`config.mk`:
```
export PLATFORM = sky130hd
export DESIGN_NAME = emesh_ingress
export DESIGN_NICKNAME = d
export VERILOG_FILES = /design/src/hdl/emesh_pkg.sv /design/src/hdl/emesh_ingress.sv
export VERILOG_INCLUDE_DIRS = /design/src /design/src/hdl
export SDC_FILE = /design/constraint.sdc
export NUM_CORES = 1
export LEC_CHECK = 0
export ABC_CLOCK_PERIOD_IN_PS = 3430
export BUFFER_PORTS_ARGS = -buffer_cell sky130_fd_sc_hd__buf_2
export CELL_PAD_IN_SITES_DETAIL_PLACEMENT = 0
export CELL_PAD_IN_SITES_GLOBAL_PLACEMENT = 2
export CORE_MARGIN = 2
export CORE_UTILIZATION = 24
export DETAILED_ROUTE_END_ITERATION = 12
export GPL_TIMING_DRIVEN = 0
export PLACE_DENSITY_LB_ADDON = 0.05
export RECOVER_POWER = 25
export REMOVE_ABC_BUFFERS = 1
export SLEW_MARGIN = 25
export SYNTH_ARGS = -nofsm -noshare
export SYNTH_HDL_FRONTEND = slang
export SYNTH_SLANG_ARGS = --single-unit
```
`constraint.sdc`:
```
create_clock -name clk -period 3.43 [get_ports clk]
set_clock_uncertainty 0.1 [all_clocks]
set_input_delay 0 -clock clk [delete_from_list [all_inputs] [get_ports clk]]
set_output_delay 0 -clock clk [all_outputs]
set_load 0.02 [all_outputs]
```
`src/hdl/emesh_config.svh`:
```
`ifndef EMESH_CONFIG_SVH
`define EMESH_CONFIG_SVH

// ##########################################################
// Emesh field widths
// ##########################################################
`define EMESH_AW 32                   // Address width
`define EMESH_DW 32                   // Data width
`define EMESH_CTRL_W 5                // ctrlmode width

// ##########################################################
// Memory and link sizing
// ##########################################################
`define MEM_ADDR_BITS 8               // Word index, 256 words
`define LINK_TRAIN_CYCLES 16          // Training interval in clk cycles

`endif

```
`src/hdl/emesh_pkg.sv`:
```
`default_nettype none

`include "emesh_config.svh"

package emesh_pkg;

   // ##########################################################
   // Width types
   // ##########################################################
   typedef logic [`EMESH_AW-1:0]     addr_t;        // Emesh byte address
   typedef logic [`EMESH_DW-1:0]     data_t;        // One memory word
   typedef logic [`EMESH_CTRL_W-1:0] ctrlmode_t;    // Carried, not decoded
   typedef logic [1:0]               datamode_t;    // Access size code
   typedef logic [`MEM_ADDR_BITS-1:0] mem_index_t;  // Word index above byte offset

   typedef logic [$clog2(`LINK_TRAIN_CYCLES+1)-1:0] train_count_t; // Training down-counter

   localparam datamode_t DATAMODE_WORD = 2'b10;    // 32-bit access

   // ##########################################################
   // Transaction structs
   // ##########################################################
   // 104-bit emesh packet, write flag on top
   typedef struct packed {
      logic      write;      // 1 = write / read response
      datamode_t datamode;
      ctrlmode_t ctrlmode;
      addr_t     dstaddr;    // Target address
      data_t     data;       // Payload word
      addr_t     srcaddr;    // Return address for reads
   } emesh_packet_t;

   // Request handed from ingress to memory, 73 bits
   typedef struct packed {
      logic       write;     // Store vs. load
      mem_index_t index;     // Word select
      data_t      data;      // Store data
      addr_t      ret_addr;  // Response destination
   } mem_req_t;

   // ##########################################################
   // Link FSM states
   // ##########################################################
   typedef enum logic [1:0] {
      LINK_RESET,            // Just out of reset
      LINK_TRAIN,            // Waiting on training timer
      LINK_ACTIVE            // Traffic allowed
   } link_state_t;

endpackage

`default_nettype wire

```
`src/hdl/emesh_ingress.sv`:
```
`timescale 1ns/10ps
`default_nettype none

module emesh_ingress (
   input  logic                    clk,
   input  logic                    rst_n,
   input  logic                    access_in,     // Packet strobe from mesh
   input  emesh_pkg::emesh_packet_t packet_in,
   input  logic                    link_ready,    // Link FSM in ACTIVE
   input  logic                    mem_stall,     // Memory cannot take req
   output logic                    wait_out,      // Back-pressure to mesh
   output logic                    req_valid,
   output emesh_pkg::mem_req_t     req
);

   logic accept;                      // Packet taken this edge

   // ##########################################################
   // Handshake
   // ##########################################################
   // Refuse until link is up, or while our held request is stuck
   assign wait_out = ~link_ready | (req_valid & mem_stall);
   assign accept   = access_in & ~wait_out;

   // Request valid flag
   always_ff @(posedge clk or negedge rst_n) begin
      if (!rst_n) begin
         req_valid <= 1'b0;
      end else if (accept) begin
         req_valid <= 1'b1;           // New request replaces consumed one
      end else if (!mem_stall) begin
         req_valid <= 1'b0;           // Memory took it
      end
   end

   // ##########################################################
   // Request payload
   // ##########################################################
   // Only loads on accept, so it holds under stall
   always_ff @(posedge clk) begin
      if (accept) begin
         req.write    <= packet_in.write;
         req.index    <= emesh_pkg::mem_index_t'(packet_in.dstaddr >> 2); // Drop byte offset
         req.data     <= packet_in.data;
         req.ret_addr <= packet_in.srcaddr;       // Reads reply here
      end
   end

   // datamode and ctrlmode are not forwarded, all accesses are words

endmodule

`default_nettype wire

```
## Yosys cells after proc, flatten, opt, wreduce, memory -nomap -nowiden

Cells that the tools add are included.

- Output and inout port bits: 75
- Input bits: 109
- Register bits: 74
- Word-level logic and storage cells: 13

- Bitwise operators: 5
- Mux-type cells: 2
- Equality and inequality tests: 1

Operators with widths:

| kind | number |
|---|---|
| 1-bit AND | 2 |
| 1-bit two-way mux | 2 |
| 2-bit by 1-bit != test with 1-bit output (second input constant) | 1 |
| 1-bit NOT | 2 |
| 1-bit OR | 1 |

## Depth between registers and ports, before layout

Gate-level depths: netlist of the first run.

- Depth in word-level cells: 5
- Gate-level depth with buffers: 2
- Gate-level depth less buffers: 2

## Least setup slack after synthesis of the first run

Ideal clock, no wire load.

- Kind: register -> register
- Start: reg req_valid
- End: reg req[0] in the netlist's numbering, enable pin
- Stages on the path, launching flop included: 2
- Period minus slack after synthesis: 3042 ps
- Library setup time: 457 ps
- Path buffers: 0
- Data arrival time: 2485 ps
- Setup slack: 388 ps
- Required time: 2873 ps
- Cell sequence: dfrtp_1 a21oi_2

- Longest elaborated chain between the ends: 4

Ends and longest elaborated chain:

| item | line | RTL |
|---|---|---|
| start, declared | emesh_ingress.sv:12 | `output logic req_valid,` |
| start signal, assigned | emesh_ingress.sv:28 | `req_valid <= 1'b0;` |
| start signal, assigned | emesh_ingress.sv:30 | `req_valid <= 1'b1;` |
| start signal, assigned | emesh_ingress.sv:32 | `req_valid <= 1'b0;` |
| 1-bit AND | emesh_ingress.sv:22 | `assign wait_out = ~link_ready \| (req_valid & mem_stall);` |
| 1-bit OR | emesh_ingress.sv:22 |  |
| 1-bit NOT | emesh_ingress.sv:23 | `assign accept = access_in & ~wait_out;` |
| 1-bit AND | emesh_ingress.sv:23 |  |
| via accept | emesh_ingress.sv:16 | `logic accept;` |
| end, declared | emesh_ingress.sv:13 | `output emesh_pkg::mem_req_t req` |

The timed path passes the listed nets, and every way through them passes these cells.
A chain may end at the register's enable or synchronous reset.

## Worst setup path after layout of the first run

- Start: reg req_valid
- End: reg req[52] in the netlist's numbering, enable pin

Same word-level chain as after synthesis.

==> results of run 1 <==
==> per-layer routing <==
metal | GRT usage | vias to the layer above | share of wire
li1 | - | 805 | -
met1 | 0.128 | 742 | 0.41
met2 | 0.168 | 97 | 0.47
met3 | 0.0451 | 13 | 0.091
met4 | 0.0611 | 0 | 0.022
met5 | 0 | - | 0
==> stage by stage <==
step,utilization,setup WS (ns),std cells
global route,0.465,1.77,439
global placement,0.343,-0.464,342
detailed placement,0.356,1.84,346
CTS,0.465,1.82,439
finish,0.465,1.85,439
floorplan,-,0.388,79
==> final cells by class <==
class,count,share of cell area
clock buffer,9,0.0291
clock inverter,7,0.0253
multi-input combinational,5,0.00734
sequential,74,0.520
tap,111,0.0326
timing repair buffer,233,0.385
==> sequential cells by signal, summed over array words and instances (netlist names) <==
signal,cells
req,73
req_valid,1
==> placed cells by master (no fill, tap or decap) <==
master / instances
a21oi_4: 1
buf_2: 152
clkbuf_8: 9
dfrtp_1: 1
clkinv_1: 2
edfxtp_1: 73
dlygate4sd3_1: 77
nand2_1: 4
clkinv_2: 2
bufinv_16: 3
buf_16: 4
==> worst max-delay path, stage by stage (launching register included) <==
cell and delay, ns:
dfrtp_1 0.43, a21oi_4 0.20, buf_16 0.19, buf_16 0.18, buf_16 0.18
==> power groups by stage <==
stage          Combinational (mW)  Clock, mW  Sequential, mW
2_1_floorplan              0.0163          0            1.12
3_3_place_gp                0.147          0            1.07
3_5_place_dp                0.167          0            1.07
4_1_cts                     0.236      0.819            1.05
5_1_grt                     0.252      0.865            1.05
6_report                    0.233      0.791            1.05
==> repair_timing <==
action / 4_1_cts / 5_1_grt
endpoints found under the hold margin: 75 / 0
setup buffers: 0 / 0
hold buffers: 77 / 0
==> worst max path at each step <==
| stage | startpoint | endpoint | slack (ns) | depth (start not counted) |
|---|---|---|---|---|
| after floorplan | req_valid | req[0] | 0.39 | 1 |
| after global placement | req_valid | req[61] | -0.46 | 1 |
| after detailed placement | req_valid | req[61] | 1.84 | 4 |
| after CTS | req_valid | req[49] | 1.82 | 4 |
| after global routing | req_valid | req[10] | 1.77 | 4 |
| final | req_valid | req[52] | 1.85 | 4 |
==> kinds of logic (layout without fill, tap and decap cells) <==
logic type | after synthesis | count (layout) | synth area share
compound gates | 1 | 1 | 0.00391
buf+inv | 0 | 249 | 0
simple gates | 4 | 4 | 0.00670
flops | 74 | 74 | 0.989
==> flow_metrics.env, run 1 <==
export IMPL_min_path_type="in2reg"
export IMPL_antenna_found_initial=0
export IMPL_die_h_um=101
export IMPL_finalMaxSlewViolations=0
export IMPL_p_total_mw=2.07
export IMPL_synth_top_area_share=0.978
export IMPL_drt_iter0_markers=42
export IMPL_grt_max_degree=22
export IMPL_gp_congestion=0.670
export IMPL_p_int_mw=1.64
export IMPL_drcViolationCount=0
export IMPL_vias=1657
export IMPL_routed_via_density=3.77
export IMPL_synth_area_leaders="edfxtp_1 98%, dfrtp_1 1.1%, nand2_1 0.67%, a21oi_2 0.39%"
export IMPL_ys_seq_area_frac=0.989
export IMPL_comb_power_share=0.113
export IMPL_grt_pass1_wl_um=8110
export IMPL_nNetsFinal=432
export IMPL_timing_fmax_ghz=0.631
export IMPL_cts_max_level=3
export IMPL_ys_warn_count=0
export IMPL_cp_end_kind="flop"
export IMPL_switching_power_mw=0.430
export IMPL_layout_drive_gt1_share=0.521
export IMPL_crit_arrival_ns=1.52
export IMPL_ant_nets=0
export IMPL_wl_per_cell_um=12.4
export IMPL_rrSetupSlack_ns=1.85
export IMPL_ctsResizeCount=0
export IMPL_grt_pass1_vias=1707
export IMPL_cts_root_buf="clkbuf_8"
export IMPL_hold_end="req[40]"
export IMPL_final_period_utilization=0.462
export IMPL_clkLatencyLatePin_ns=0.33
export IMPL_area_growth_pct=90.1
export IMPL_yosysUniqueCellTypes=4
export IMPL_row_count=35
export IMPL_cp_max_fo=21
export IMPL_clk_pin_slew_ns=0.08
export IMPL_setup_tns_ns=0
export IMPL_synthTopCellsByCount="73 x edfxtp_1, 4 x nand2_1, 1 x a21oi_2, 1 x dfrtp_1"
export IMPL_p_clk_frac=0.382
export IMPL_worstHoldPathCells=4
export IMPL_floorplan_initialDensity=0.245
export IMPL_synth_cells=79
export IMPL_finalSetupViolations=0
export IMPL_async_flop_share=0.0135
export IMPL_p_leak_nw=1.79
export IMPL_cts_buffers=9
export IMPL_cap_violations=0
export IMPL_fin_crit_ns=1.58
export IMPL_grt_use_total=0.109
export IMPL_r2r_start="req_valid"
export IMPL_synth_edf_count=73
export IMPL_p_sw_frac=0.208
export IMPL_drt_total_wl_um=5440
export IMPL_seqPwrFrac=0.505
export IMPL_port_buffers=152
export IMPL_tightest_slew_ns=0.166
export IMPL_min_delay_start="access_in"
export IMPL_diodes=0
export IMPL_nFillCells=819
export IMPL_pin_count=184
export IMPL_dpl_cell_area_um2=3260
export IMPL_yosysTopAreaCell="edfxtp_1"
export IMPL_max_slew_margin=0.890
export IMPL_netlist_area_um2=2240
export IMPL_critPathKind="reg2reg"
export IMPL_rr_endpoint="req[52]"
export IMPL_setup_worst_path_start_class="flop"
export IMPL_drt_first_pass_iters=3
export IMPL_hpwl_um=3700
export IMPL_power_density_nw_per_um2=486
export IMPL_finalHoldViolCount=0
export IMPL_worst_r2r_cell_count=4
export IMPL_ys_flop_type="edfxtp_1"
export IMPL_timing_hold_ws_ns=0.163
export IMPL_clkSinkCount=74
export IMPL_rsz0062_at_grt="no"
export IMPL_synth_seq_cells=74
export IMPL_worst_ep_required_time_ns=3.37
export IMPL_multi_input_area_um2=31.3
export IMPL_irDropWorstVdd_mv=0.243
export IMPL_core_area_um2=9150
export IMPL_clockBufferDepth=2
export IMPL_design_area_um2=4260
export IMPL_regArea_um2=2220
export IMPL_status="finished, final reports clean"
export IMPL_grt_overflow_total=0
export IMPL_avgSynthCellArea_um2=28.4
export IMPL_die_area_um2=10100
export IMPL_yosysMostFrequentCell="edfxtp_1"
export IMPL_die_w_um=101
export IMPL_cts_tree="yes"
No activity file was read; power rests on OpenSTA's default activity.
==> run 2: changes to the inputs <==
--- a/config.mk
+++ b/config.mk
@@ -6,7 +6,8 @@
 export SDC_FILE = /design/constraint.sdc
 export NUM_CORES = 1
 export LEC_CHECK = 0
-export ABC_CLOCK_PERIOD_IN_PS = 3430
+export ABC_AREA = 1
+export ABC_CLOCK_PERIOD_IN_PS = 1500
 export BUFFER_PORTS_ARGS = -buffer_cell sky130_fd_sc_hd__buf_2
 export CELL_PAD_IN_SITES_DETAIL_PLACEMENT = 0
 export CELL_PAD_IN_SITES_GLOBAL_PLACEMENT = 2
==> constraint.sdc (replaced) <==
create_clock -name clk -period 1.5 [get_ports clk]
set_clock_uncertainty 0.1 [all_clocks]
set_input_delay 0 -clock clk [delete_from_list [all_inputs] [get_ports clk]]
set_output_delay 0 -clock clk [all_outputs]
set_load 0.02 [all_outputs]
==> run 2 against run 1 <==
Global-route usage increased by 0.57 points. Clock power rose by 130%. Via count increased by 1.8%. First-iteration DRC count down 21%. Non-clock buffer count up 7. Sequential power rose by 130%. Fmax is 13% higher. Synthesized cell count increased by 1.3%. Worst setup slack got worse by 1.7 ns. Die area up 0.48%. Largest cell class unchanged.
==> flow_metrics.env, run 2 <==
export IMPL_status="finished, final reports clean"
export IMPL_drt_total_wl_um=5670
export IMPL_switching_power_mw=0.979
export IMPL_clockBufferDepth=2
export IMPL_p_sw_frac=0.206
export IMPL_synth_cells=80
export IMPL_worst_slack_ns=0.0985
export IMPL_core_area_um2=9150
export IMPL_grt_max_degree=14
export IMPL_dp_slack_ns=-0.387
export IMPL_crit_arrival_ns=1.29
export IMPL_rrSetupSlack_ns=0.1
export IMPL_final_period_utilization=0.934
export IMPL_max_slew_margin=0.679
export IMPL_synth_simple_area_share=0.00833
export IMPL_rr_endpoint="req[43]"
export IMPL_max_stage_delay_ns=0.40
export IMPL_wl_met2_um=2830
export IMPL_clk_pin_slew_ns=0.08
export IMPL_grt_pass1_wl_um=8470
export IMPL_p_leak_nw=1.83
export IMPL_finalHoldViolCount=0
export IMPL_ant_nets=0
export IMPL_ys_warn_count=0
export IMPL_synthMuxAreaShare=0
export IMPL_row_count=35
export IMPL_fin_crit_ns=1.40
export IMPL_cts_max_level=3
export IMPL_nNetsFinal=441
export IMPL_setup_worst_path_start_class="flop"
export IMPL_antenna_found_initial=0
export IMPL_area_growth_pct=92.4
export IMPL_timing_fmax_ghz=0.714
export IMPL_floorplan_initialDensity=0.246
export IMPL_async_flop_share=0.0135
export IMPL_comb_power_share=0.118
export IMPL_route_met3_wl_um=559
export IMPL_wl_met1_um=2180
export IMPL_vias=1687
export IMPL_die_w_um=101
export IMPL_grt_pass1_vias=1705
export IMPL_crit_start="req_valid"
export IMPL_rsz0062_at_grt="no"
export IMPL_cts_root_buf="clkbuf_8"
export IMPL_gp_congestion=0.645
export IMPL_r2r_start="req_valid"
export IMPL_synth_seq_cells=74
export IMPL_min_delay_start="mem_stall"
export IMPL_cts_buffers=9
export IMPL_diodes=0
export IMPL_largest_register="req"
export IMPL_die_area_um2=10200
export IMPL_mostFrequentLayoutCells="152 x buf_2, 77 x dlygate4sd3_1, 73 x edfxtp_1"
export IMPL_largest_reg_flops=73
export IMPL_p_total_mw=4.75
export IMPL_synth_edf_count=73
export IMPL_synth_top_area_share=0.973
export IMPL_cp_end_kind="flop"
export IMPL_die_h_um=101
export IMPL_avgSynthCellArea_um2=28.2
export IMPL_power_density_nw_per_um2=1100
export IMPL_p_int_mw=3.77
export IMPL_synth_fa_ha_area_frac=0
export IMPL_cap_violations=0
export IMPL_wl_per_cell_um=12.7
export IMPL_p_clk_frac=0.378
export IMPL_crit_slowest_cell="nor2_2"
export IMPL_port_buffers=152
export IMPL_drt_first_pass_iters=4
export IMPL_ys_flop_type="edfxtp_1"
export IMPL_critPathKind="reg2reg"
export IMPL_netlist_area_um2=2250
export IMPL_layout_commonest_cell="buf_2"
export IMPL_worst_r2r_cell_count=3
export IMPL_clkLatencyLatePin_ns=0.34
export IMPL_min_path_type="in2reg"
export IMPL_crit_end="req[43]"
export IMPL_synth_area_leaders="edfxtp_1 97%, dfrtp_1 1.1%, nand2_2 0.56%, o21ai_2 0.39%, inv_1 0.33%"
export IMPL_routed_via_density=3.77
export IMPL_finalMaxSlewViolations=0
export IMPL_synthTopCellsByCount="73 x edfxtp_1, 2 x inv_1, 2 x nand2_2"
export IMPL_path_cells="nand2_2 > nand2_4 > nor2_2"
export IMPL_hpwl_um=3680
export IMPL_cp_max_fo=10
export IMPL_fin_util=0.473
export IMPL_layout_drive_gt1_share=0.542
export IMPL_finalSetupViolations=0
export IMPL_drcViolationCount=0
export IMPL_highest_layer="met4"
export IMPL_irDropWorstVdd_mv=0.588
export IMPL_yosysTopAreaCell="edfxtp_1"
export IMPL_yosysMostFrequentCell="edfxtp_1"
export IMPL_worst_ep_required_time_ns=1.39
export IMPL_worstHoldPathCells=4
export IMPL_drt_iter0_markers=33
export IMPL_reg_largest_list="req: 73 flops, req_valid: 1 flops"
export IMPL_yosysUniqueCellTypes=6
export IMPL_synth_top_family_by_area="simple AND/OR/NAND/NOR gates"
export IMPL_ys_seq_area_frac=0.984
export IMPL_cts_tree="yes"
export IMPL_clkSinkCount=74
export IMPL_grt_overflow_total=0
export IMPL_pin_count=184
export IMPL_synth_compound_area_share=0.00389
export IMPL_grt_use_total=0.114
export IMPL_synthXorXnorAreaFrac=0
export IMPL_seqPwrFrac=0.504
export IMPL_tightest_slew_ns=0.480
run 2: changes by cell type after synthesis, sizes merged:
cell	previous run	this run
inv	0	2
o21ai	0	1
nand2	4	2
a21oi	1	0
nor2	0	1
run 2: repair_timing:
action,CTS,global route
cloned,3,0
endpoints found under the hold margin,75,0
gates resized for setup,3,2
pin swaps,2,1
endpoints found under the setup margin,73,35
buffers inserted,7,0
hold buffers,77,0
run 2: layout make-up:
| type | count | area (µm²) |
|---|---|---|
| clock inverter | 6 | 106 |
| inverter | 2 | 7.51 |
| clock buffer | 9 | 124 |
| multi-input combinational | 5 | 43.8 |
| fill | 831 | 4820 |
| tap | 111 | 139 |
| timing repair buffer | 240 | 1700 |
| sequential | 74 | 2220 |
run 2: layer usage:
metal  vias to the layer above  track usage
li1                        821            -
met1                       763        0.120
met2                        93        0.195
met3                        10       0.0548
met4                         0       0.0506
met5                         -            0
run 2: logic make-up after synthesis:
group                  count (synthesis)
AO/OA/AOI/OAI                          1
buffers and inverters                  2
flip-flops                            74
AND/OR/NAND/NOR                        3
run 2: how the worst min path moves through the flow:
stage,end
4_1_cts,req[59]
2_1_floorplan,req_valid
5_1_grt,req[59]
3_3_place_gp,req_valid
3_5_place_dp,req_valid
6_report,req[52]
run 2: metrics by stage:
step                TNS [ns]  hold slack (ns)  instance area (µm²)  instances
floorplan            -117.66           -0.396                 2250         80
global placement     -172.25           -0.323                 3150        343
detailed placement    -17.14           -0.323                 3230        346
CTS                        0           0.0752                 4370        448
global route               0            0.105                 4330        447
finish                     0           0.0926                 4330        447
run 2: critical path, delay by kind of cell, from the launching register on:
family           cells  cell delay [ns]
DFF                  1             0.39
and+or+nand+nor      3             0.56
run 2: power by group through the flow:
| stage | logic [mW] | registers [mW] | clock network [mW] |
|---|---|---|---|
| 3_5_place_dp | 0.370 | 2.44 | 0 |
| 2_1_floorplan | 0.0408 | 2.56 | 0 |
| 3_3_place_gp | 0.340 | 2.45 | 0 |
| 6_report | 0.560 | 2.39 | 1.79 |
| 5_1_grt | 0.603 | 2.40 | 1.94 |
| 4_1_cts | 0.581 | 2.39 | 1.88 |
