[src/hdl/emesh_config.svh]
`ifndef EMESH_CONFIG_SVH
`define EMESH_CONFIG_SVH

// ##########################################################
// Emesh field widths
// ##########################################################
`define EMESH_AW 32                   // Address width
`define EMESH_DW 32                   // Data width
`define EMESH_CTRL_W 5                // ctrlmode width

// ##########################################################
// Memory and link sizing
// ##########################################################
`define MEM_ADDR_BITS 8               // Word index, 256 words
`define LINK_TRAIN_CYCLES 16          // Training interval in clk cycles

`endif

[src/hdl/emesh_pkg.sv]
`default_nettype none

`include "emesh_config.svh"

package emesh_pkg;

   // ##########################################################
   // Width types
   // ##########################################################
   typedef logic [`EMESH_AW-1:0]     addr_t;        // Emesh byte address
   typedef logic [`EMESH_DW-1:0]     data_t;        // One memory word
   typedef logic [`EMESH_CTRL_W-1:0] ctrlmode_t;    // Carried, not decoded
   typedef logic [1:0]               datamode_t;    // Access size code
   typedef logic [`MEM_ADDR_BITS-1:0] mem_index_t;  // Word index above byte offset

   typedef logic [$clog2(`LINK_TRAIN_CYCLES+1)-1:0] train_count_t; // Training down-counter

   localparam datamode_t DATAMODE_WORD = 2'b10;    // 32-bit access

   // ##########################################################
   // Transaction structs
   // ##########################################################
   // 104-bit emesh packet, write flag on top
   typedef struct packed {
      logic      write;      // 1 = write / read response
      datamode_t datamode;
      ctrlmode_t ctrlmode;
      addr_t     dstaddr;    // Target address
      data_t     data;       // Payload word
      addr_t     srcaddr;    // Return address for reads
   } emesh_packet_t;

   // Request handed from ingress to memory, 73 bits
   typedef struct packed {
      logic       write;     // Store vs. load
      mem_index_t index;     // Word select
      data_t      data;      // Store data
      addr_t      ret_addr;  // Response destination
   } mem_req_t;

   // ##########################################################
   // Link FSM states
   // ##########################################################
   typedef enum logic [1:0] {
      LINK_RESET,            // Just out of reset
      LINK_TRAIN,            // Waiting on training timer
      LINK_ACTIVE            // Traffic allowed
   } link_state_t;

endpackage

`default_nettype wire

[src/hdl/link_timer.sv]
`timescale 1ns/10ps
`default_nettype none

`include "emesh_config.svh"

module link_timer (
   input  logic clk,
   input  logic rst_n,
   input  logic train_start,          // Load pulse from link FSM
   output logic train_done            // Sticky until next load
);

   emesh_pkg::train_count_t count;    // Cycles left in training

   // Down-counter, stops at zero
   always_ff @(posedge clk or negedge rst_n) begin
      if (!rst_n) begin
         count      <= '0;
         train_done <= 1'b0;
      end else if (train_start) begin
         count      <= emesh_pkg::train_count_t'(`LINK_TRAIN_CYCLES); // Restart interval
         train_done <= 1'b0;                                          // Clear old result
      end else if (count != '0) begin
         count <= count - 1'b1;       // One tick per clk
         if (count == emesh_pkg::train_count_t'(1)) begin
            train_done <= 1'b1;       // Rises as count hits zero
         end
      end
   end

endmodule

`default_nettype wire

[config.mk]
export PLATFORM = sky130hd
export DESIGN_NAME = link_timer
export DESIGN_NICKNAME = d
export VERILOG_FILES = /design/src/hdl/emesh_pkg.sv /design/src/hdl/link_timer.sv
export VERILOG_INCLUDE_DIRS = /design/src /design/src/hdl
export SDC_FILE = /design/constraint.sdc
export NUM_CORES = 1
export LEC_CHECK = 0
export ABC_AREA = 1
export ABC_CLOCK_PERIOD_IN_PS = 990
export BUFFER_PORTS_ARGS = -buffer_cell sky130_fd_sc_hd__buf_2
export CAP_MARGIN = 40
export CORE_AREA = 2 2 39 41
export CTS_CLUSTER_DIAMETER = 30
export DETAILED_ROUTE_END_ITERATION = 8
export DIE_AREA = 0 0 41 43
export PLACE_DENSITY_LB_ADDON = 0.15
export SLEW_MARGIN = 0
export SYNTH_ARGS = -nofsm -noshare
export SYNTH_HDL_FRONTEND = slang
export SYNTH_SLANG_ARGS = --single-unit
[constraint.sdc]
create_clock -name clk -period 0.99 [get_ports clk]
set_input_delay 0 -clock clk [delete_from_list [all_inputs] [get_ports clk]]
set_output_delay 0 -clock clk [all_outputs]
set_load 0.01 [all_outputs]
# Yosys cells after proc, flatten, opt, wreduce, memory -nomap -nowiden
# Index checks and enable logic that the tools add are counted.
# totals
reg_bits	6
output_inout_bits	1
# classes
muxes	5
addsub	1
reduce_logical	4
eq_ne	1
# op_table
op	count
$mux 5	2
$eq 5x1->1 const B	1
$reduce_bool 5->1	1
$sub 5x1->5 const B	1
$reduce_bool 2->1	2
$mux 1	3
$reduce_and 2->1	1

# Longest topological paths before layout
# Gate-level depths: netlist of the first run.
# logic_depth
ltp_word	4
mapped_depth	5
mapped_depth_nobuf	5

# Worst setup path after synthesis of the first run
# No wires, ideal clock.
# synth_path
path_type	register -> register
from	register count[0]
to	register count[2]
t_required_ns	0.869
path_stages_with_launch	6
setup_ns	0.121
synth_period_minus_slack_ns	1.080
slack_ns	-0.090
t_arrival_ns	0.959
cell_sequence	dfrtp_1 -> inv_1 -> ha_1 -> nand4_2 -> inv_1 -> nor2_1
# synth_via
elab_chain_len	3
# synth_lines
element	line	rtl
start, declared	link_timer.sv:13	emesh_pkg::train_count_t count;
start signal, assigned	link_timer.sv:21	count <= emesh_pkg::train_count_t'(`LINK_TRAIN_CYCLES);
start signal, assigned	link_timer.sv:24	count <= count - 1'b1;
$sub 5x1->5	link_timer.sv:24	
$mux 5	link_timer.sv:23	end else if (count != '0) begin
$mux 5	link_timer.sv:20	end else if (train_start) begin
# Several ways; a longest one is shown, not always the timed one. The select of a mux whose other input is x is not followed.
# A chain may end at the register's enable or synchronous reset.

# Final worst setup path of the first run
# layout_path
from	register count[1]
to	register count[3]
# The elaborated chain is that of the path after synthesis.

==> reports/qor.yml, run 1 <==
outcome: "complete, but fails checks"
violations: "negative setup slack"
crit_path_start: "count[1]"
cp_max_fo: 6
ys_types: 12
core_area_um2: 1384
syn_to_final_growth_pct: 45.10
critical_path_class: "flip-flop to flip-flop"
clock_skew_ps: 0.2571
clock_latency_ps: 250
grt_overflow: 0
die_area_um2: 1763
wirelength_um: 626
cts_tree: "yes"
syn-cell-area_um2: 319.1
r2r_start: "count[1]"
wire_per_inst_um: 9.781
worst_pin_slew_ps: 242.5
holdWs_ps: 104.3
numClockSinks: 6
swShare: 0.4218
drive_above_1_share: 0.3958
cts-root-buf: "clkbuf_4"
rr_worst_depth: 5
initial_core_util: 0.2306
htree_levels: 1
syn_inst: 38
synth_nets: 43
p_int_mw: 0.7161
end_kind: "flip-flop"
finalSetupViolCount: 4
drt_iter0_drc: 3
row_count: 14
vias: 274
power_switching_mw: 0.5224
timing.final.crit_period_ps: 1014
first_global_vias: 266
finalMaxSlewViolations: 0
final_cell_area_um2: 462.9
leakage_nw: 0.2269
slew_headroom: 0.8381
hp-class: "primary input to async pin"
cts_buffer_depth: 2
seq_power_share: 0.332
power_frac_clock: 0.191
die_x_um: 41
instances_no_fill: 64
grt_pass1_wl_um: 1097
cp_data_arrival_time_ps: 1160
crit_required_ps: 1130
synth_seq_cells: 6
power_density_nw_per_um2: 2675
place_congestion: 0.7463
cts_buffers: 3
synth_top_cell_area_share: 0.4706
placement.io_buffers: 3
max_freq_ghz: 0.9858
ys_warn_count: 0
grt_usage: 0.1010
dr.pass1.iters: 4
fillers: 146
clk_pin_slew_ps: 50
antenna_cells: 0
final_nets: 55
yosysSeqAreaShare: 0.4706
rsz0062_at_grt: "yes"
synth_top_area_cell: "dfrtp_1"
grt_max_degree: 7
setup_ws_ps: -24.40
placed_cell_area_um2: 374.1
viasPerCell: 4.281
place_inst: 58
power_frac_comb: 0.478
power_mw: 1.239
pin_count: 4
period_share: 1.025
cp-start-kind: "flip-flop"
die_h_um: 43
synthTopCellsByArea: "dfrtp_1 (47%), inv_1 (11%), ha_1 (7.8%), nand3_1 (7.8%), nand2_1 (5.9%)"
antenna_found_initial: 0
ir_worst_vdd_mv: 0.8193
syn_area_per_cell_um2: 8.396
ant_nets: 0
drv_cap: 0
drc: 0
hold_viol: 0
dp_hpwl_um: 457.5
## power by group through the flow
stage | Clock [mW] | Combinational (mW) | Sequential [mW]
after floorplan | 0 | 0.363 | 0.403
after global placement | 0 | 0.456 | 0.415
after detailed placement | 0 | 0.459 | 0.411
after CTS | 0.239 | 0.512 | 0.408
after global routing | 0.254 | 0.676 | 0.423
final | 0.236 | 0.592 | 0.411
## cell usage in the layout (no fill, tap or decap), drive strengths merged, types with 3 or more instances in the layout
cell,count
dfrtp,6
o21ai,3
clkbuf,3
nand3,5
inv,9
nand2,5
nor2,4
buf,5
## cells in the mapped netlist (all sizes together)
master  count
nor2        4
nand2       5
a21oi       2
inv         9
ha          2
dfrtp       6
o21ai       3
nand3       5
nand4       2
## layout make-up
class,instances,area [um^2],area share
clock buffers,3,22.52,0.04865
inverters,9,33.78,0.07297
multi-input cells,23,186.4,0.4027
flip-flops and latches,6,150.1,0.3243
well taps,16,20.02,0.04324
repair buffers,7,50.05,0.1081
## worst max-delay path, stage by stage, from the launching register on
cell	delay [ps]
dfrtp_1	380
inv_2	100
ha_4	200
nand4_4	110
inv_2	80
nor2_1	40
## logic make-up (layout without fill, tap and decap cells)
group                      count (synthesis)  after routing  synth area share
and+or+nand+nor                           16             16            0.2667
buffers and inverters                      9             19            0.1059
DFF                                        6              6            0.4706
AOI/OAI and AO/OA                          5              5           0.07842
adders and majority gates                  2              2           0.07842
## layer usage
layer | up-vias | global-route usage | share of wire
met1 | 122 | 0.1213 | 0.46
met5 | - | 0 | 0
li1 | 142 | - | -
met2 | 7 | 0.1219 | 0.43
met4 | 0 | 0.08000 | 0.030
met3 | 3 | 0.06283 | 0.075
## state kept, by name (all words and copies together) (netlist names)
name	cells
count	5
train_done	1
## worst paths after layout
| path | endpoint | slack [ps] |
|---|---|---|
| hold reg to reg | count[4] | 470 |
| hold / removal | count[2] | 100 |
| min in group clk | count[4] | 470 |
| setup / recovery | count[3] | -20 |
| max in group asynchronous | count[1] | 740 |
| setup reg to reg | count[3] | -20 |
## repair_timing
item | CTS | global route
resized for setup | 3 | 6
hold endpoints to repair | 7 | 0
endpoints found under the setup margin | 4 | 6
pin swaps | 2 | 1
hold buffers | 2 | 0
setup buffers | 0 | 1
## metrics by stage
stage	util	setup WS (ps)	TNS, ps
final	0.3345	-24.40	-84.23
after global routing	0.3345	-81.73	-409.3
after CTS	0.3110	-6.539	-9.645
after detailed placement	0.2703	-42.66	-117.0
after global placement	0.2703	-57.51	-154.3
after floorplan	-	24.55	0
Power figures use the tool's default switching activity.
==> inputs of run 2 (changes only) <==
CORE_AREA = 3 3 40 42   (was 2 2 39 41)
DIE_AREA = 0 0 43 45   (was 0 0 41 43)
==> run 2 against run 1 <==
  * The flow still finishes with violations (negative setup slack)
  * Design area rose by 3.2%
  * Combinational power increased by 13%
  * Non-clock buffer count is 3 higher
  * Count of clock-buffer cells in the layout unchanged
  * Flip-flop and latch count stayed put
  * Critical path depth fell by 1
  * Wire length up 8.8%
  * Worst setup slack gained 9.7 ps
  * Hold slack improved by 12 ps
  * Clock skew grew 3.2 ps
==> reports/qor.yml, run 2 (same netlist as run 1, synthesis figures left out) <==
outcome: "complete, but fails checks"  # unchanged
violations: "negative setup slack"  # unchanged
antenna_found_initial: 0  # unchanged
die_x_um: 43  # was 41 um
max_freq_ghz: 0.9953  # was 0.9858 GHz
power_mw: 1.300  # was 1.239 mW
viasPerCell: 4.470  # was 4.281
drt_iter0_drc: 5  # was 3
finalMaxSlewViolations: 0  # unchanged
final_cell_area_um2: 478.0  # was 462.9 um^2
final_nets: 58  # was 55
ant_nets: 0  # unchanged
die_h_um: 45  # was 43 um
clock_latency_ps: 240  # was 250 ps
cts-root-buf: "clkbuf_4"  # unchanged
cp_max_fo: 4  # was 6
fillers: 132  # was 146
rsz0062_at_grt: "yes"  # unchanged
place_inst: 60  # was 58
finalSetupViolCount: 3  # was 4
numClockSinks: 6  # unchanged
htree_levels: 1  # unchanged
grt_usage: 0.08893  # was 0.1010
power_density_nw_per_um2: 2719  # was 2675 nW/um^2
vias: 295  # was 274
rr_worst_depth: 4  # was 5
cts_tree: "yes"  # unchanged
row_count: 13  # was 14
period_share: 1.015  # was 1.025
largest_reg_flops: 5  # unchanged
drive_above_1_share: 0.3922  # was 0.3958
clk_pin_slew_ps: 40  # was 50 ps
first_global_vias: 276  # was 266
cp-start-kind: "flip-flop"  # unchanged
dp_slack_ps: -40.35  # was -42.66 ps
syn_to_final_growth_pct: 49.80  # was 45.10%
hold_viol: 0  # unchanged
critical_path_class: "flip-flop to flip-flop"  # unchanged
layout_common_cells: "inv_1 (6), dfrtp_1 (6), nand2_1 (5)"  # unchanged
timing.final.crit_period_ps: 1005  # was 1014 ps
slowest_stage: "dfrtp_1"  # unchanged
largestRegisters: "count (5), train_done (1)"  # unchanged
worst_pin_slew_ps: 205.7  # was 242.5 ps
die_area_um2: 1935  # was 1763 um^2
hp-class: "primary input to async pin"  # unchanged
grt_pass1_wl_um: 1200  # was 1097 um
drv_cap: 0  # unchanged
grt_overflow: 0  # unchanged
placement.io_buffers: 3  # unchanged
clock_skew_ps: 3.450  # was 0.2571 ps
crit_required_ps: 1120  # was 1130 ps
post-route-util: 0.3720  # was 0.3345
core_area_um2: 1285  # was 1384 um^2
cp_data_arrival_time_ps: 1130  # was 1160 ps
multi_input_area_um2: 176.4  # was 186.4 um^2
grt_max_degree: 7  # unchanged
path_cells: "nor2_4 > nand4_4 > inv_2 > nor2_1"  # was inv_2 > ha_4 > nand4_4 > inv_2 > nor2_1
slew_headroom: 0.8627  # was 0.8381
slowest_delay_ps: 430  # was 380 ps
cts_buffers: 3  # unchanged
instances_no_fill: 66  # was 64
wire_per_inst_um: 10.32  # was 9.781 um
ir_worst_vdd_mv: 1.029  # was 0.8193 mV
wirelength_um: 681  # was 626 um
dp_hpwl_um: 486.5  # was 457.5 um
largest-register: "count"  # unchanged
drc: 0  # unchanged
leakage_nw: 0.2375  # was 0.2269 nW
end_kind: "flip-flop"  # unchanged
dr.pass1.iters: 4  # unchanged
initial_core_util: 0.2483  # was 0.2306
pin_count: 4  # unchanged
antenna_cells: 0  # unchanged
placed_cell_area_um2: 395.4  # was 374.1 um^2
regArea_um2: 150.1  # unchanged
setup_ws_ps: -14.72  # was -24.40 ps
place_congestion: 0.7322  # was 0.7463
cts_buffer_depth: 2  # unchanged
[run 2: cell count changes in the layout (fill, tap and decap cells not counted), sizes merged]
cell / before / now
buf: 5 / 8
[run 2: layer usage]
| layer | wire length [um] | share of wire | track usage |
|---|---|---|---|
| met5 | 0 | 0 | 0 |
| met4 | 7 | 0.010 | 0.03614 |
| met3 | 53 | 0.078 | 0.05976 |
| met2 | 316 | 0.46 | 0.1317 |
| met1 | 303 | 0.44 | 0.1010 |
[run 2: path summary, 6_finish.rpt]
check	start	slack (ps)	endpoint
min in group clk	count[4]	470	count[4]
max in group asynchronous	rst_n	730	count[1]
worst max-delay path	count[2]	-10	count[2]
worst min-delay path	rst_n	120	train_done
worst max register to register	count[2]	-10	count[2]
worst min register to register	count[4]	470	count[4]
[run 2: where the power goes]
part	internal [mW]	switching, mW	total [mW]
combinational	0.316	0.353	0.670
clock	0.137	0.0811	0.218
sequential	0.332	0.0809	0.413
[run 2: final cells by class]
class	instances	share of cell area
flip-flops and latches	6	0.3141
well taps	15	0.03927
multi-input cells	23	0.3691
repair buffers	10	0.1597
clock buffers	3	0.04712
inverters	9	0.07068
[run 2: stage by stage]
stage	TNS [ps]	hold WS, ps
global placement	-85.15	-165.9
floorplan	0	-295.6
CTS	-13.63	108.6
detailed placement	-91.01	-164.5
finish	-24.86	115.9
global route	-358.6	119.1
[run 2: critical path: cells and delay by family, from the launching register on]
family | cells | cell delay [ps]
flops | 1 | 430
simple gates | 3 | 370
buf+inv | 1 | 80
[run 2: timing repair]
item	4_1_cts	5_1_grt
endpoints found under the hold margin	7	0
pin swaps	4	1
buffers inserted	1	0
endpoints found under the setup margin	5	5
gates resized for setup	8	0
hold buffers	2	0
==> inputs of run 3 (changes only) <==
CELL_PAD_IN_SITES_DETAIL_PLACEMENT = 2   (was not set)
CELL_PAD_IN_SITES_GLOBAL_PLACEMENT = 2   (was not set)
==> run 3 against run 2 <==
  * The run still ends with negative setup slack left
  * Final cell count stayed put
  * Wire length is 34% higher
  * Non-clock buffer count stayed put
  * Maximum frequency is 4.9% lower
  * Sequential power is 3% higher
  * Clock skew hardly changed
  * Hold slack worse by 71 ps
==> reports/qor.yml, run 3 (same netlist as run 1, synthesis figures left out) <==
finalSetupViolCount: 5  # was 3
cp_data_arrival_time_ps: 1190  # was 1130 ps
antenna_cells: 0  # unchanged
slew_headroom: 0.8166  # was 0.8627
cts-root-buf: "clkbuf_4"  # unchanged
die_h_um: 45  # unchanged
drc: 0  # unchanged
placement.io_buffers: 3  # unchanged
timing.final.crit_period_ps: 1056  # was 1005 ps
grt_pass1_wl_um: 1669  # was 1200 um
crit_buf_inv: 2  # was 1
critical_path_class: "flip-flop to flip-flop"  # unchanged
row_count: 13  # unchanged
path_cells: "inv_2 > ha_4 > nand4_4 > inv_2 > nor2_1"  # was nor2_4 > nand4_4 > inv_2 > nor2_1
ir_worst_vdd_mv: 0.8713  # was 1.029 mV
slowest_stage: "dfrtp_1"  # unchanged
met2_length_um: 490  # was 316 um
period_share: 1.067  # was 1.015
ant_nets: 0  # unchanged
die_x_um: 43  # unchanged
core_area_um2: 1285  # unchanged
max_freq_ghz: 0.9470  # was 0.9953 GHz
final_cell_area_um2: 488.0  # was 478.0 um^2
instances_no_fill: 66  # unchanged
dr.pass1.iters: 2  # was 4
rsz0062_at_grt: "yes"  # unchanged
m1WireLength_um: 380  # was 303 um
placed_cell_area_um2: 380.4  # was 395.4 um^2
drive_above_1_share: 0.4706  # was 0.3922
power_density_nw_per_um2: 2846  # was 2719 nW/um^2
pin_count: 4  # unchanged
slowest_delay_ps: 390  # was 430 ps
worst_pin_slew_ps: 274.7  # was 205.7 ps
violations: "negative setup slack"  # unchanged
clock_skew_ps: 3.132  # was 3.450 ps
syn_to_final_growth_pct: 52.94  # was 49.80%
hold_viol: 0  # unchanged
hp-class: "primary input to flip-flop"  # was primary input to async pin
viasPerCell: 4.712  # was 4.470
cts_tree: "yes"  # unchanged
largest-register: "count"  # unchanged
r2r_slack_ps: -70  # was -10 ps
holdWs_ps: 44.85  # was 115.9 ps
drv_cap: 0  # unchanged
dp_hpwl_um: 674.5  # was 486.5 um
layout_common_cells: "inv_1 (6), nand2_1 (5), dfrtp_1 (5), buf_4 (5)"  # was inv_1 (6), dfrtp_1 (6), nand2_1 (5)
antenna_found_initial: 0  # unchanged
wire_per_inst_um: 13.83  # was 10.32 um
wirelength_um: 913  # was 681 um
layout_commonest_cell: "inv_1"
numClockSinks: 6  # unchanged
place_congestion: 0.8046  # was 0.7322
tns_ps: -235.9  # was -24.86 ps
cts_buffers: 3  # unchanged
cp_top_family: "flip-flops"  # unchanged
largestRegisters: "count (5), train_done (1)"  # unchanged
dr.max_layer_used: "met4"  # unchanged
clk_pin_slew_ps: 50  # was 40 ps
largest_reg_flops: 5  # unchanged
grt_max_degree: 7  # unchanged
first_global_vias: 369  # was 276
initial_core_util: 0.2483  # unchanged
drt_iter0_drc: 1  # was 5
final_nets: 58  # unchanged
finalMaxSlewViolations: 0  # unchanged
htree_levels: 1  # unchanged
outcome: "complete, but fails checks"  # unchanged
grt_overflow: 0  # unchanged
setup_ws_ps: -66.00  # was -14.72 ps
cp-start-kind: "flip-flop"  # unchanged
vias: 311  # was 295
end_kind: "flip-flop"  # unchanged
grt_usage: 0.1147  # was 0.08893
leakage_nw: 0.2404  # was 0.2375 nW
clock_latency_ps: 250  # was 240 ps
cts_buffer_depth: 2  # unchanged
cp_max_fo: 6  # was 4
fillers: 146  # was 132
met3WireLength_um: 28  # was 53 um
die_area_um2: 1935  # unchanged
crit_top_cell: "inv_2"
place_inst: 58  # was 60
crit_required_ps: 1120  # about the same
-- run 3: cell counts in the layout (fill, tap and decap cells not counted) --
Identical to the previous run, type by type.
-- run 3: metal layers --
metal,vias up,global-route usage
met5,-,0
met4,0,0.03614
met3,2,0.02390
met2,6,0.2036
met1,153,0.1397
li1,150,-
-- run 3: cell type report --
class,count,area (um^2),share of cell area
multi-input combinational,23,188.9,0.3872
sequential,6,151.4,0.3103
timing repair buffer,10,72.57,0.1487
inverter,9,33.78,0.06923
clock buffer,3,22.52,0.04615
tap,15,18.77,0.03846
-- run 3: path summary, 6_finish.rpt --
path,cells after the start,from,endpoint
max in group asynchronous,2,rst_n,count[2]
min in group asynchronous,2,rst_n,train_done
max reg2reg,5,count[1],count[2]
min,4,train_start,count[2]
min reg2reg,2,count[4],count[4]
max,5,count[1],count[2]
-- run 3: worst reg2reg max path: stages, from the launching register on --
cell     delay [ps]
dfrtp_1         390
inv_2           100
ha_4            200
nand4_4         120
inv_2            90
nor2_1           40
-- run 3: what timing repair did --
item / CTS / global route
hold buffers: 2 / 0
gates resized for setup: 8 / 3
setup buffers: 1 / 2
endpoints found under the setup margin: 5 / 6
pin swaps: 5 / 2
endpoints found under the hold margin: 7 / 0
-- run 3: through the flow --
stage | utilization | setup WS [ps] | power [mW]
floorplan | - | 24.55 | 0.7662
global placement | 0.2960 | -48.86 | 0.8964
detailed placement | 0.2960 | -81.50 | 0.9386
CTS | 0.3583 | -51.97 | 1.304
global route | 0.3797 | -141.6 | 1.535
finish | 0.3797 | -66.00 | 1.389
-- run 3: where the power goes --
part | leakage [nW] | switching (mW) | internal [mW]
registers | 0.0738 | 0.0888 | 0.335
clock network | 0.0138 | 0.0896 | 0.137
logic | 0.153 | 0.407 | 0.331
